===== config.mk =====
export PLATFORM = sky130hd
export DESIGN_NAME = mult_unit
export DESIGN_NICKNAME = d
export VERILOG_FILES = /design/src/hdl/isa_pkg.sv /design/src/hdl/ooo_pkg.sv /design/src/hdl/mult_unit.sv
export VERILOG_INCLUDE_DIRS = /design/src /design/src/hdl
export SDC_FILE = /design/constraint.sdc
export NUM_CORES = 1
export LEC_CHECK = 0
export BUFFER_PORTS_ARGS = -buffer_cell sky130_fd_sc_hd__buf_2
export CAP_MARGIN = 20
export CORE_MARGIN = 2
export CORE_UTILIZATION = 30
export CTS_CLUSTER_SIZE = 30
export DETAILED_ROUTE_END_ITERATION = 8
export PLACE_DENSITY_LB_ADDON = 0.3
export SLEW_MARGIN = 20
export SYNTH_ARGS = -nofsm -noshare
export SYNTH_HDL_FRONTEND = slang
export SYNTH_SLANG_ARGS = --single-unit

===== constraint.sdc =====
create_clock -name clock -period 12.35 [get_ports clock]
set_input_delay 0 -clock clock [delete_from_list [all_inputs] [get_ports clock]]
set_output_delay 0 -clock clock [all_outputs]
set_load 0.01 [all_outputs]

===== src/hdl/ooo_macros.svh =====
`ifndef OOO_MACROS_SVH
`define OOO_MACROS_SVH

// issue and broadcast width
`define N 2

// reservation station
`define RS_SZ        8
`define RS_CNT_WIDTH 4

// functional units
`define NUM_FU_ALU  2
`define NUM_FU_MULT 1

// tags and data
`define PRN_WIDTH  6
`define ROBN_WIDTH 5
`define XLEN       32

`endif


===== src/hdl/isa_pkg.sv =====
package isa_pkg;

    // unit class of an instruction
    typedef enum logic [0:0] {
        FU_ALU  = 1'b0,
        FU_MULT = 1'b1
    } fu_type_e;

    typedef enum logic [2:0] {
        ALU_ADD,
        ALU_SUB,
        ALU_AND,
        ALU_OR,
        ALU_XOR,
        ALU_SLL,
        ALU_SRL,
        ALU_SLT
    } alu_func_e;

    localparam logic [6:0] OPC_OP     = 7'b0110011; // register-register
    localparam logic [6:0] OPC_OP_IMM = 7'b0010011; // register-immediate

    localparam logic [2:0] F3_ADD = 3'b000; // also SUB and MUL
    localparam logic [2:0] F3_SLL = 3'b001;
    localparam logic [2:0] F3_SLT = 3'b010;
    localparam logic [2:0] F3_XOR = 3'b100;
    localparam logic [2:0] F3_SRL = 3'b101;
    localparam logic [2:0] F3_OR  = 3'b110;
    localparam logic [2:0] F3_AND = 3'b111;

    localparam logic [6:0] F7_BASE = 7'b0000000;
    localparam logic [6:0] F7_SUB  = 7'b0100000;
    localparam logic [6:0] F7_MULDIV = 7'b0000001; // M extension

endpackage


===== src/hdl/ooo_pkg.sv =====
`include "ooo_macros.svh"

package ooo_pkg;
    import isa_pkg::*;

    // ready bit of the owner picks the live view
    typedef union packed {
        logic [`XLEN-1:0] value;
        struct packed {
            logic [`XLEN-`PRN_WIDTH-1:0] pad;
            logic [`PRN_WIDTH-1:0]       prn;
        } tag;
    } operand_u;

    typedef struct packed {
        logic                   valid;
        logic [31:0]            inst;
        logic                   src1_ready;
        operand_u               src1;
        logic                   src2_ready;
        operand_u               src2;
        logic [`PRN_WIDTH-1:0]  dest_prn;
        logic [`ROBN_WIDTH-1:0] robn;
    } dispatch_slot_t;

    typedef struct packed {
        logic                   valid;
        fu_type_e               fu;
        alu_func_e              func;
        logic                   op1_ready;
        operand_u               op1;
        logic                   op2_ready;
        operand_u               op2;
        logic [`PRN_WIDTH-1:0]  dest_prn;
        logic [`ROBN_WIDTH-1:0] robn;
    } rs_entry_t;

    // operands are plain values by the time they reach a unit
    typedef struct packed {
        logic                   valid;
        alu_func_e              func;
        logic [`XLEN-1:0]       op1;
        logic [`XLEN-1:0]       op2;
        logic [`PRN_WIDTH-1:0]  dest_prn;
        logic [`ROBN_WIDTH-1:0] robn;
    } fu_packet_t;

    typedef struct packed {
        logic                   valid;
        logic [`PRN_WIDTH-1:0]  dest_prn;
        logic [`XLEN-1:0]       value;
        logic [`ROBN_WIDTH-1:0] robn;
    } cdb_packet_t;

endpackage


===== src/hdl/mult_unit.sv =====
`timescale 1ns/1ps
`include "ooo_macros.svh"

module mult_unit import ooo_pkg::*; (
    input  logic        clock,
    input  logic        reset,
    input  fu_packet_t  issue,
    output cdb_packet_t result
);

    logic s1_valid;
    logic s2_valid;
    logic [`XLEN-1:0]       s1_pp_lo;  // op1 times low half of op2
    logic [15:0]            s1_pp_hi;  // only the low half survives the shift
    logic [`PRN_WIDTH-1:0]  s1_prn, s2_prn;
    logic [`ROBN_WIDTH-1:0] s1_robn, s2_robn;
    logic [`XLEN-1:0]       s2_value;

    always_ff @(posedge clock) begin
        if (reset) begin
            s1_valid <= 1'b0;
            s2_valid <= 1'b0;
        end else begin
            s1_valid <= issue.valid;
            s2_valid <= s1_valid;
        end
    end

    always_ff @(posedge clock) begin
        s1_pp_lo <= issue.op1 * issue.op2[15:0];
        s1_pp_hi <= issue.op1[15:0] * issue.op2[31:16];
        s1_prn   <= issue.dest_prn;
        s1_robn  <= issue.robn;
        s2_value <= s1_pp_lo + {s1_pp_hi, 16'b0}; // low word of the product
        s2_prn   <= s1_prn;
        s2_robn  <= s1_robn;
    end

    assign result = '{valid: s2_valid, dest_prn: s2_prn, value: s2_value, robn: s2_robn};

endmodule


Word-level counts from Yosys, hierarchy flattened
Cells that the tools add are included.
Word-level totals
  input port bits: 81
  logic and storage cells: 12
  output and inout port bits: 44
  bits in registers: 104
Operators by class
  multiply operators: 2
  $add $sub $neg: 1
Operator list (count)
  adder 32 bit: 1
  multiplier 32 x 16 -> 32 bit: 1
  multiplier 16 x 16 -> 16 bit: 1

Longest topological paths before layout
Gate-level depths: netlist of run 1.
  word-level depth: 1
  gate-level depth with buffers: 23
  gate-level depth less buffers: 21

Worst setup path before layout of run 1
Ideal clock, no wire load.
  path type: in2reg
  from: input port issue[13] in the netlist's numbering
  to: register s1_pp_lo[30]
  data required time: 12.227 ns
  buffers on the path: 2
  cell stages on the path: 21
  setup time: 0.123 ns
  setup slack: 6.886 ns
  arrival time: 5.341 ns
  path through: clkbuf_1 -> clkbuf_1 -> nand2_1 -> fa_1 -> fa_1 -> fa_1 -> inv_1 -> fa_1 -> fa_1 -> inv_1 -> fa_1 -> inv_1 -> ha_1 -> a21o_1 -> a21oi_1 -> nor2_1 -> o32ai_1 -> a21oi_1 -> a211oi_1 -> a21oi_1 -> xor2_1
Between the ends
  longest elaborated chain between the ends: 1
Ends and longest elaborated chain
  from (decl): RTL line mult_unit.sv:7  | input fu_packet_t issue,
  multiplier 32 x 16 -> 32 bit: RTL line mult_unit.sv:30  | s1_pp_lo <= issue.op1 * issue.op2[15:0];
  to (signal assigned): RTL line mult_unit.sv:30
  to (decl): RTL line mult_unit.sv:13  | logic [`XLEN-1:0] s1_pp_lo;
No other way between the ends.
A chain may end at the register's enable or synchronous reset.

Final worst setup path of run 1
  from: input port issue[12] in the netlist's numbering
  to: register s1_pp_lo[30]
The elaborated chain is that of the path after synthesis.

==> impl_metrics.ini, run 1 <==
[timing]
setup_viol_count_final = 0
fin_ws_ns = 6.33
timing.setup.tns_ns = 0
maxSlewViolCount = 0
clock_skew_ns = 0.00517
post-route-min-period_ns = 6.02
rsz0062_at_grt = false
tightest_slew_ns = 0.748
final-hold-violation-count = 0
min_period_over_period = 0.487
clock.fmax_ghz = 0.166
max-slew-margin-rel = 0.501

[place]
port_buffers = 121
dp_hpwl_mm = 36.2
place_congestion = 0.852
dp_slack_ns = 5.89

[critical_path]
startpoint_type = input pin
reg2reg_depth = 10
endpoint_kind = flip-flop
crit_fanout = 31
rr_endpoint = s2_value[30]
path_class = in -> reg
crit_arrival_ns = 6.26
r2r_start = s1_pp_lo[16]
ff2ff_setup_slack_ns = 9.90
required_ns = 12.59

[clocking]
cts_hold_buf = 13
clk_pin_slew_worst_paths_ns = 0.07
cts_resized = 0
cts_tree = done
cts.sinks = 104
post_cts_buffers = 0
cts.htree.levels = 3
worstSkewPairLatency_ns = 0.36
clockRootBuffer = clkbuf_16
cts_buffers = 9
clockBufferDepth = 2

[synth]
synth-simple-area-share = 0.168
async_reset_ff_frac = 0
synth_fp_nets = 2611
synth.distinct_cells = 53
synth_xor_area_frac = 0.0505
ys_seq_elements = 104
synth_top_family_by_area = adder cells
synth_area_mm2 = 0.0182
synth_adder_area_share = 0.512
postSynthCellCount = 2016
synth_compound_area_frac = 0.0412
synth_edf_count = 0
synth.avg_cell_area_um2 = 9.03
ys.flop_type = dfxtp_1
yosysWarnings = 0
ys_seq_area_frac = 0.114
synth_mux_area_frac = 0

[finish]
fillCellCount = 6262
final_layout_size_suffix_gt1_frac = 0.0722
area_delta_synth_final_pct = 9.24
diodes = 0
final_nets = 2669

[floorplanning]
rows = 90
core_area_mm2 = 0.0601
die-area_mm2 = 0.0627
initial_core_util = 0.303
die_w_um = 250
ios = 125
die_y_um = 250

[routing]
drt-total-wl_mm = 46.2
via_per_inst = 4.48
drc = 0
drt_iter0_drc = 510
antenna_left = 0
via_count = 12806
first_pass_iters = 5
routedWlPerCell_um = 16.1

[global_routing]
grt_pass1_wl_mm = 76.5
grt_overflow_total = 0
grt_max_degree = 33
antenna_found_initial = 0
grt_pass1_vias = 14237
grtUsageTotal = 0.154

[outcome]
outcome = completed

[flow_run]
maxCapViolations = 0

[hold_path]
hp-class = in -> reg
whs_endpoint = s1_pp_hi[0]
hold_depth = 2
hp-start = issue[27]
[sequential cells by signal, indices dropped and copies added, names as in the netlist]
register	cells
s2_value	32
s1_robn	5
s2_robn	5
s1_pp_hi	16
s1_valid	1
s2_valid	1
s1_pp_lo	32
s1_prn	6
s2_prn	6
[kinds of logic (layout without fill, tap and decap cells)]
group / after synthesis / count (layout)
flip-flops: 104 / 104
AO/OA/AOI/OAI: 110 / 110
XOR/XNOR: 105 / 105
AND/OR/NAND/NOR: 633 / 633
adder cells (fa/ha/maj): 514 / 514
buffers and inverters: 550 / 613
[cell type report]
cell class,count,area [um^2],area share
Multi-Input combinational cell,1362,14100,0.707
Sequential cell,104,2080,0.105
Tap cell,782,978,0.0492
Clock buffer,9,225,0.0113
Timing Repair Buffer,134,736,0.0370
Inverter,463,1740,0.0874
Clock inverter,7,72.6,0.00365
[cells in the mapped netlist, types with 14 or more instances]
cell,instances,area share
a21o_1,14,0.0058
a21oi_1,33,0.0091
and2_1,212,0.073
clkbuf_1,86,0.018
dfxtp_1,104,0.11
fa_1,385,0.42
ha_1,129,0.089
inv_1,463,0.095
nand2_1,339,0.070
nor2_1,26,0.0054
o21ai_0,18,0.0049
xnor2_1,78,0.038
xor2_1,27,0.013
[per-stage QoR]
step	utilization	area (um^2)	hold WS, ns	std cells
after global placement	0.324	19500	0.103	2832
after CTS	0.331	19900	0.131	2861
after global routing	0.331	19900	0.155	2861
after floorplan	-	18200	0.0277	2016
final	0.331	19900	0.148	2861
after detailed placement	0.324	19500	0.104	2832
[worst max-delay path by stage]
stage | startpoint | endpoint | slack (ns) | cells after the start
2_1_floorplan | issue[13] | s1_pp_lo[30] | 6.89 | 21
3_3_place_gp | issue[50] | s1_pp_lo[30] | 5.94 | 20
3_5_place_dp | issue[12] | s1_pp_lo[30] | 5.89 | 20
4_1_cts | issue[12] | s1_pp_lo[30] | 6.28 | 20
5_1_grt | issue[50] | s1_pp_lo[30] | 5.99 | 20
6_report | issue[12] | s1_pp_lo[30] | 6.33 | 20
[critical path, cell delays in order]
cell      delay (ns)
buf_2           0.53
nand2_1         0.18
fa_1            0.54
fa_1            0.51
fa_1            0.52
inv_1           0.06
fa_1            0.51
fa_1            0.50
inv_1           0.05
fa_1            0.47
inv_1           0.04
ha_1            0.35
a21o_1          0.22
a21oi_1         0.21
nor2_1          0.08
o32ai_1         0.33
a21oi_1         0.12
a211oi_1        0.57
a21oi_1         0.16
xor2_1          0.31
[layout by cell type (no fill, tap or decap), types with 4 or more instances in the layout]
| cell type | instances |
|---|---|
| buf_2 | 121 |
| nor2_1 | 26 |
| nand2_1 | 339 |
| inv_1 | 463 |
| and3_1 | 4 |
| dlygate4sd3_1 | 13 |
| nor2b_1 | 11 |
| and2_1 | 212 |
| xnor2_1 | 78 |
| a21oi_1 | 33 |
| nand2b_1 | 9 |
| nand3_1 | 5 |
| or3_1 | 5 |
| clkbuf_16 | 9 |
| a211oi_1 | 4 |
| ha_1 | 129 |
| xor2_1 | 27 |
| o21a_1 | 13 |
| a21o_1 | 14 |
| dfxtp_1 | 104 |
| fa_1 | 385 |
| nor3_1 | 6 |
| o21ai_0 | 18 |
[routing by layer]
layer / GRT usage / vias up / wire length [um]
met5: 0 / - / 0
met4: 0.0424 / 0 / 928
met3: 0.0160 / 57 / 1400
met2: 0.271 / 210 / 22900
met1: 0.202 / 6592 / 21000
li1: - / 5947 / -
Power of run 1 is not shown: default switching activity piles up to over one toggle a cycle in this logic, so the estimate is an artifact.
==> inputs of run 2 (changes only) <==
==> constraint.sdc (replaced) <==
create_clock -name clock -period 5.75 [get_ports clock]
set_input_delay 0 -clock clock [delete_from_list [all_inputs] [get_ports clock]]
set_output_delay 0 -clock clock [all_outputs]
set_load 0.01 [all_outputs]
==> run 2 against run 1 <==
Net effect:
- design area rose by 3.0%
- first-iteration DRC count grew 20%
- global-route usage increased by 0.55 points
- clock skew grew 0.0063 ns
- critical path type unchanged
- largest cell class unchanged
==> impl_metrics.ini, run 2 (synthesis results as in run 1) <==
[outcome]
outcome = completed

[floorplanning]
ios = 125
initial_core_util = 0.303
die_y_um = 250
die-area_mm2 = 0.0627
die_w_um = 250
core_area_mm2 = 0.0601
rows = 90

[critical_path]
endpoint_kind = flip-flop
path_class = in -> reg
required_ns = 5.98
crit_arrival_ns = 5.65
crit_fanout = 16
startpoint_type = input pin
reg2reg_depth = 10

[finish]
area_delta_synth_final_pct = 12.5
top_regs = s1_pp_lo: 32 flops, s2_value: 32 flops, s1_pp_hi: 16 flops
final_layout_size_suffix_gt1_frac = 0.104
final_nets = 2743
utilization = 0.340
final_common_cell = inv_1
final_cell_mix = inv_1, fa_1, nand2_1

[clocking]
clk_pin_slew_worst_paths_ns = 0.07
cts.htree.levels = 3
cts_tree = done
clockBufferDepth = 2
worstSkewPairLatency_ns = 0.35
cts.sinks = 104
cts_buffers = 9
clockRootBuffer = clkbuf_16
post_cts_buffers = 0

[flow_run]
maxCapViolations = 0

[global_routing]
grtUsageTotal = 0.160
grt_pass1_vias = 14728
grt_pass1_wl_mm = 78.8
grt_max_degree = 33
antenna_found_initial = 0
grt_overflow_total = 0

[routing]
routedWlPerCell_um = 16.4
drc = 0
drt-total-wl_mm = 48.2
via_per_inst = 4.48
via_count = 13152
first_pass_iters = 7
antenna_left = 0
drt_iter0_drc = 614

[timing]
max-slew-margin-rel = 0.519
tightest_slew_ns = 0.722
rsz0062_at_grt = false
final-hold-violation-count = 0
setup_viol_count_final = 0
clock.fmax_ghz = 0.185
clock_skew_ns = 0.0115
post-route-min-period_ns = 5.42
maxSlewViolCount = 0
min_period_over_period = 0.942

[place]
place_congestion = 0.856
dp_hpwl_mm = 40.4
port_buffers = 121

[hold_path]
hold_depth = 2
hp-class = in -> reg
[run 2: final timing paths]
check                    start           end  slack, ns
setup reg to reg  s1_pp_lo[16]  s2_value[30]       3.01
hold / removal       issue[27]   s1_pp_hi[0]       0.16
hold reg to reg    s1_pp_lo[8]   s2_value[8]       0.32
setup / recovery     issue[12]  s1_pp_lo[30]       0.33
[run 2: critical path, stage by stage]
cell      delay, ns
buf_2          0.35
nand2_1        0.14
fa_1           0.54
fa_1           0.52
fa_1           0.52
inv_1          0.05
fa_1           0.49
fa_1           0.50
inv_1          0.05
fa_1           0.48
inv_1          0.04
ha_1           0.30
a21o_1         0.20
a21oi_1        0.19
nor2_1         0.07
o32ai_1        0.42
a21oi_1        0.13
a211oi_1       0.36
a21oi_1        0.13
xor2_1         0.15
[run 2: layer usage]
metal / GRT usage / up-vias / wire length [um] / share of wire
met5: 0 / - / 0 / 0
met4: 0.0479 / 0 / 1210 / 0.025
met3: 0.0181 / 64 / 1850 / 0.038
met2: 0.279 / 297 / 24000 / 0.50
met1: 0.208 / 6690 / 21100 / 0.44
li1: - / 6101 / - / -
[run 2: what timing repair did]
| item | CTS | global route |
|---|---|---|
| endpoints found under the setup margin | 0 | 1 |
| hold endpoints to repair | 13 | 0 |
| gates resized for setup | 0 | 1 |
| hold buffers | 13 | 0 |
[run 2: per-stage QoR]
stage | cells | instance area (um^2) | setup slack (ns) | hold slack, ns | TNS (ns)
after floorplan | 2016 | 18200 | 0.286 | 0.0277 | 0
after global placement | 2906 | 20100 | 0.00742 | 0.103 | 0
after detailed placement | 2906 | 20100 | -0.0431 | 0.105 | -0.122
after CTS | 2935 | 20500 | 0.331 | 0.151 | 0
after global routing | 2935 | 20500 | 0.0156 | 0.165 | 0
final | 2937 | 20500 | 0.331 | 0.158 | 0
[run 2: cell type report]
cell class / count / area [um^2]
timing repair buffer: 208 / 1330
sequential: 104 / 2080
fill: 6335 / 39700
clock buffer: 9 / 225
clock inverter: 7 / 61.3
inverter: 463 / 1740
antenna: 2 / 5.00
multi-input combinational: 1362 / 14100
tap: 782 / 978
Power of run 2 is left out for the same reason.
==> inputs of run 3 (changes only) <==
--- a/config.mk
+++ b/config.mk
@@ -9,10 +9,11 @@
 export BUFFER_PORTS_ARGS = -buffer_cell sky130_fd_sc_hd__buf_2
 export CAP_MARGIN = 20
 export CORE_MARGIN = 2
-export CORE_UTILIZATION = 30
+export CORE_UTILIZATION = 50
 export CTS_CLUSTER_SIZE = 30
 export DETAILED_ROUTE_END_ITERATION = 8
 export PLACE_DENSITY_LB_ADDON = 0.3
+export REMOVE_ABC_BUFFERS = 1
 export SLEW_MARGIN = 20
 export SYNTH_ARGS = -nofsm -noshare
 export SYNTH_HDL_FRONTEND = slang
==> run 3 against run 2 <==
Net effect:
- routed wire length shrank 12%
- final cell count shrank 12%
- clock skew shrank 0.0012 ns
- utilization grew 21 points
- register-to-register slack gained 0.30 ns
- critical path depth shrank 1
- design area shrank 3.2%
- global-route usage grew 7.5 points
- clock-buffer cell count grew 1
- via count grew 0.22%
- fmax grew 0.33%
- die area shrank 39%
==> impl_metrics.ini, run 3 (synthesis results as in run 1) <==
[clocking]
cts_buffers = 9
clockBufferDepth = 2
cts.sinks = 104
clockRootBuffer = clkbuf_16
post_cts_buffers = 0
cts_tree = done
worstSkewPairLatency_ns = 0.33
cts.htree.levels = 3
clk_pin_slew_worst_paths_ns = 0.07

[critical_path]
startpoint_type = input pin
critical-path-max-stage-delay_ns = 0.55
crit_slowest_cell = fa_1
path_class = in -> reg
required_ns = 5.97
crit_top_cell = fa_1
crit_arrival_ns = 5.62
critPathTopFamily = adder cells
crit_chain = buf_2 -> buf_4 -> nand2_1 -> fa_1 -> fa_1 -> fa_1 -> fa_1 -> inv_1 -> fa_1 -> fa_1 -> ha_1 -> and3_1 -> and2_2 -> nor4_1 -> a21oi_1 -> nand2_1 -> o21ai_0 -> o31ai_1 -> xnor2_1
ff2ff_setup_slack_ns = 3.31
endpoint_kind = flip-flop
crit_buf_inv = 3
crit_fanout = 23

[timing]
rsz0062_at_grt = false
fin_ws_ns = 0.349
clock.fmax_ghz = 0.185
setup_viol_count_final = 0
min_period_over_period = 0.939
final-hold-violation-count = 0
max-slew-margin-rel = 0.528
tightest_slew_ns = 0.708
clock_skew_ns = 0.0103
post-route-min-period_ns = 5.40
maxSlewViolCount = 0

[place]
dp_hpwl_mm = 35.5
place_congestion = 0.906
dp.cells = 2555
port_buffers = 121
dp_slack_ns = -0.0148
placed_area_mm2 = 0.0194

[finish]
final_nets = 2713
final_layout_size_suffix_gt1_frac = 0.0909
multi_input_area_mm2 = 0.0141
utilization = 0.554
diodes = 0
final_cell_mix = inv_1, fa_1, nand2_1
final-seq-area_mm2 = 0.00208
final_common_cell = inv_1
instances_no_fill = 2584
fillCellCount = 3228
stdcell_area_mm2 = 0.0198
top_regs = s1_pp_lo: 32 flops, s2_value: 32 flops, s1_pp_hi: 16 flops
area_delta_synth_final_pct = 8.85

[global_routing]
antenna_found_initial = 0
grt_pass1_wl_mm = 71.6
grt_pass1_vias = 14490
grtUsageTotal = 0.235
grt_overflow_total = 0
grt_max_degree = 33

[routing]
via_per_inst = 5.10
first_pass_iters = 5
drt-total-wl_mm = 42.6
routedWlPerCell_um = 16.5
drt_iter0_drc = 678
antenna_left = 0
via_count = 13181
drc = 0

[outcome]
outcome = completed

[floorplanning]
die-area_mm2 = 0.0379
initial_core_util = 0.509
ios = 125
die_w_um = 195
core_area_mm2 = 0.0357
die_y_um = 195
rows = 69

[hold_path]
hp-class = in -> reg

[flow_run]
maxCapViolations = 0
[run 3: layer usage]
| layer | global-route usage | vias to the layer above | share of wire |
|---|---|---|---|
| met3 | 0.0344 | 71 | 0.072 |
| met1 | 0.318 | 6633 | 0.43 |
| met2 | 0.398 | 439 | 0.48 |
| met4 | 0.0625 | 0 | 0.023 |
| met5 | 0 | - | 0 |
| li1 | - | 6038 | - |
[run 3: area by class of cell]
cell class	instances	area share
Timing Repair Buffer	178	0.0538
Clock buffer	10	0.0116
Tap cell	461	0.0291
Sequential cell	104	0.105
Clock inverter	6	0.00347
Inverter	463	0.0877
Multi-Input combinational cell	1362	0.709
[run 3: worst reg2reg max path: cells and delay by family (launching register included)]
kind            cells  cell delay, ns
compound gates      6            1.27
fa+ha+maj           2            0.56
buf+inv             1            0.05
flops               1            0.32
simple gates        1            0.13
[run 3: path summary, 6_finish.rpt]
check / from / endpoint / depth (start not counted)
worst max-delay path: issue[13] / s1_pp_lo[26] / 19
worst min-delay path: issue[27] / s1_pp_hi[0] / 2
worst max register to register: s1_pp_lo[16] / s2_value[30] / 10
worst min register to register: s1_pp_lo[0] / s2_value[0] / 0
[run 3: through the flow]
stage	setup TNS (ns)	hold slack (ns)
global route	0	0.139
floorplan	0	0.0277
global placement	0	0.105
finish	0	0.144
detailed placement	-0.0154	0.104
CTS	0	0.126
[run 3: repair_timing]
action / 4_1_cts / 5_1_grt
hold buffers: 13 / 0
gates resized for setup: 0 / 0
hold endpoints to repair: 13 / 0
Power of run 3 is left out for the same reason.
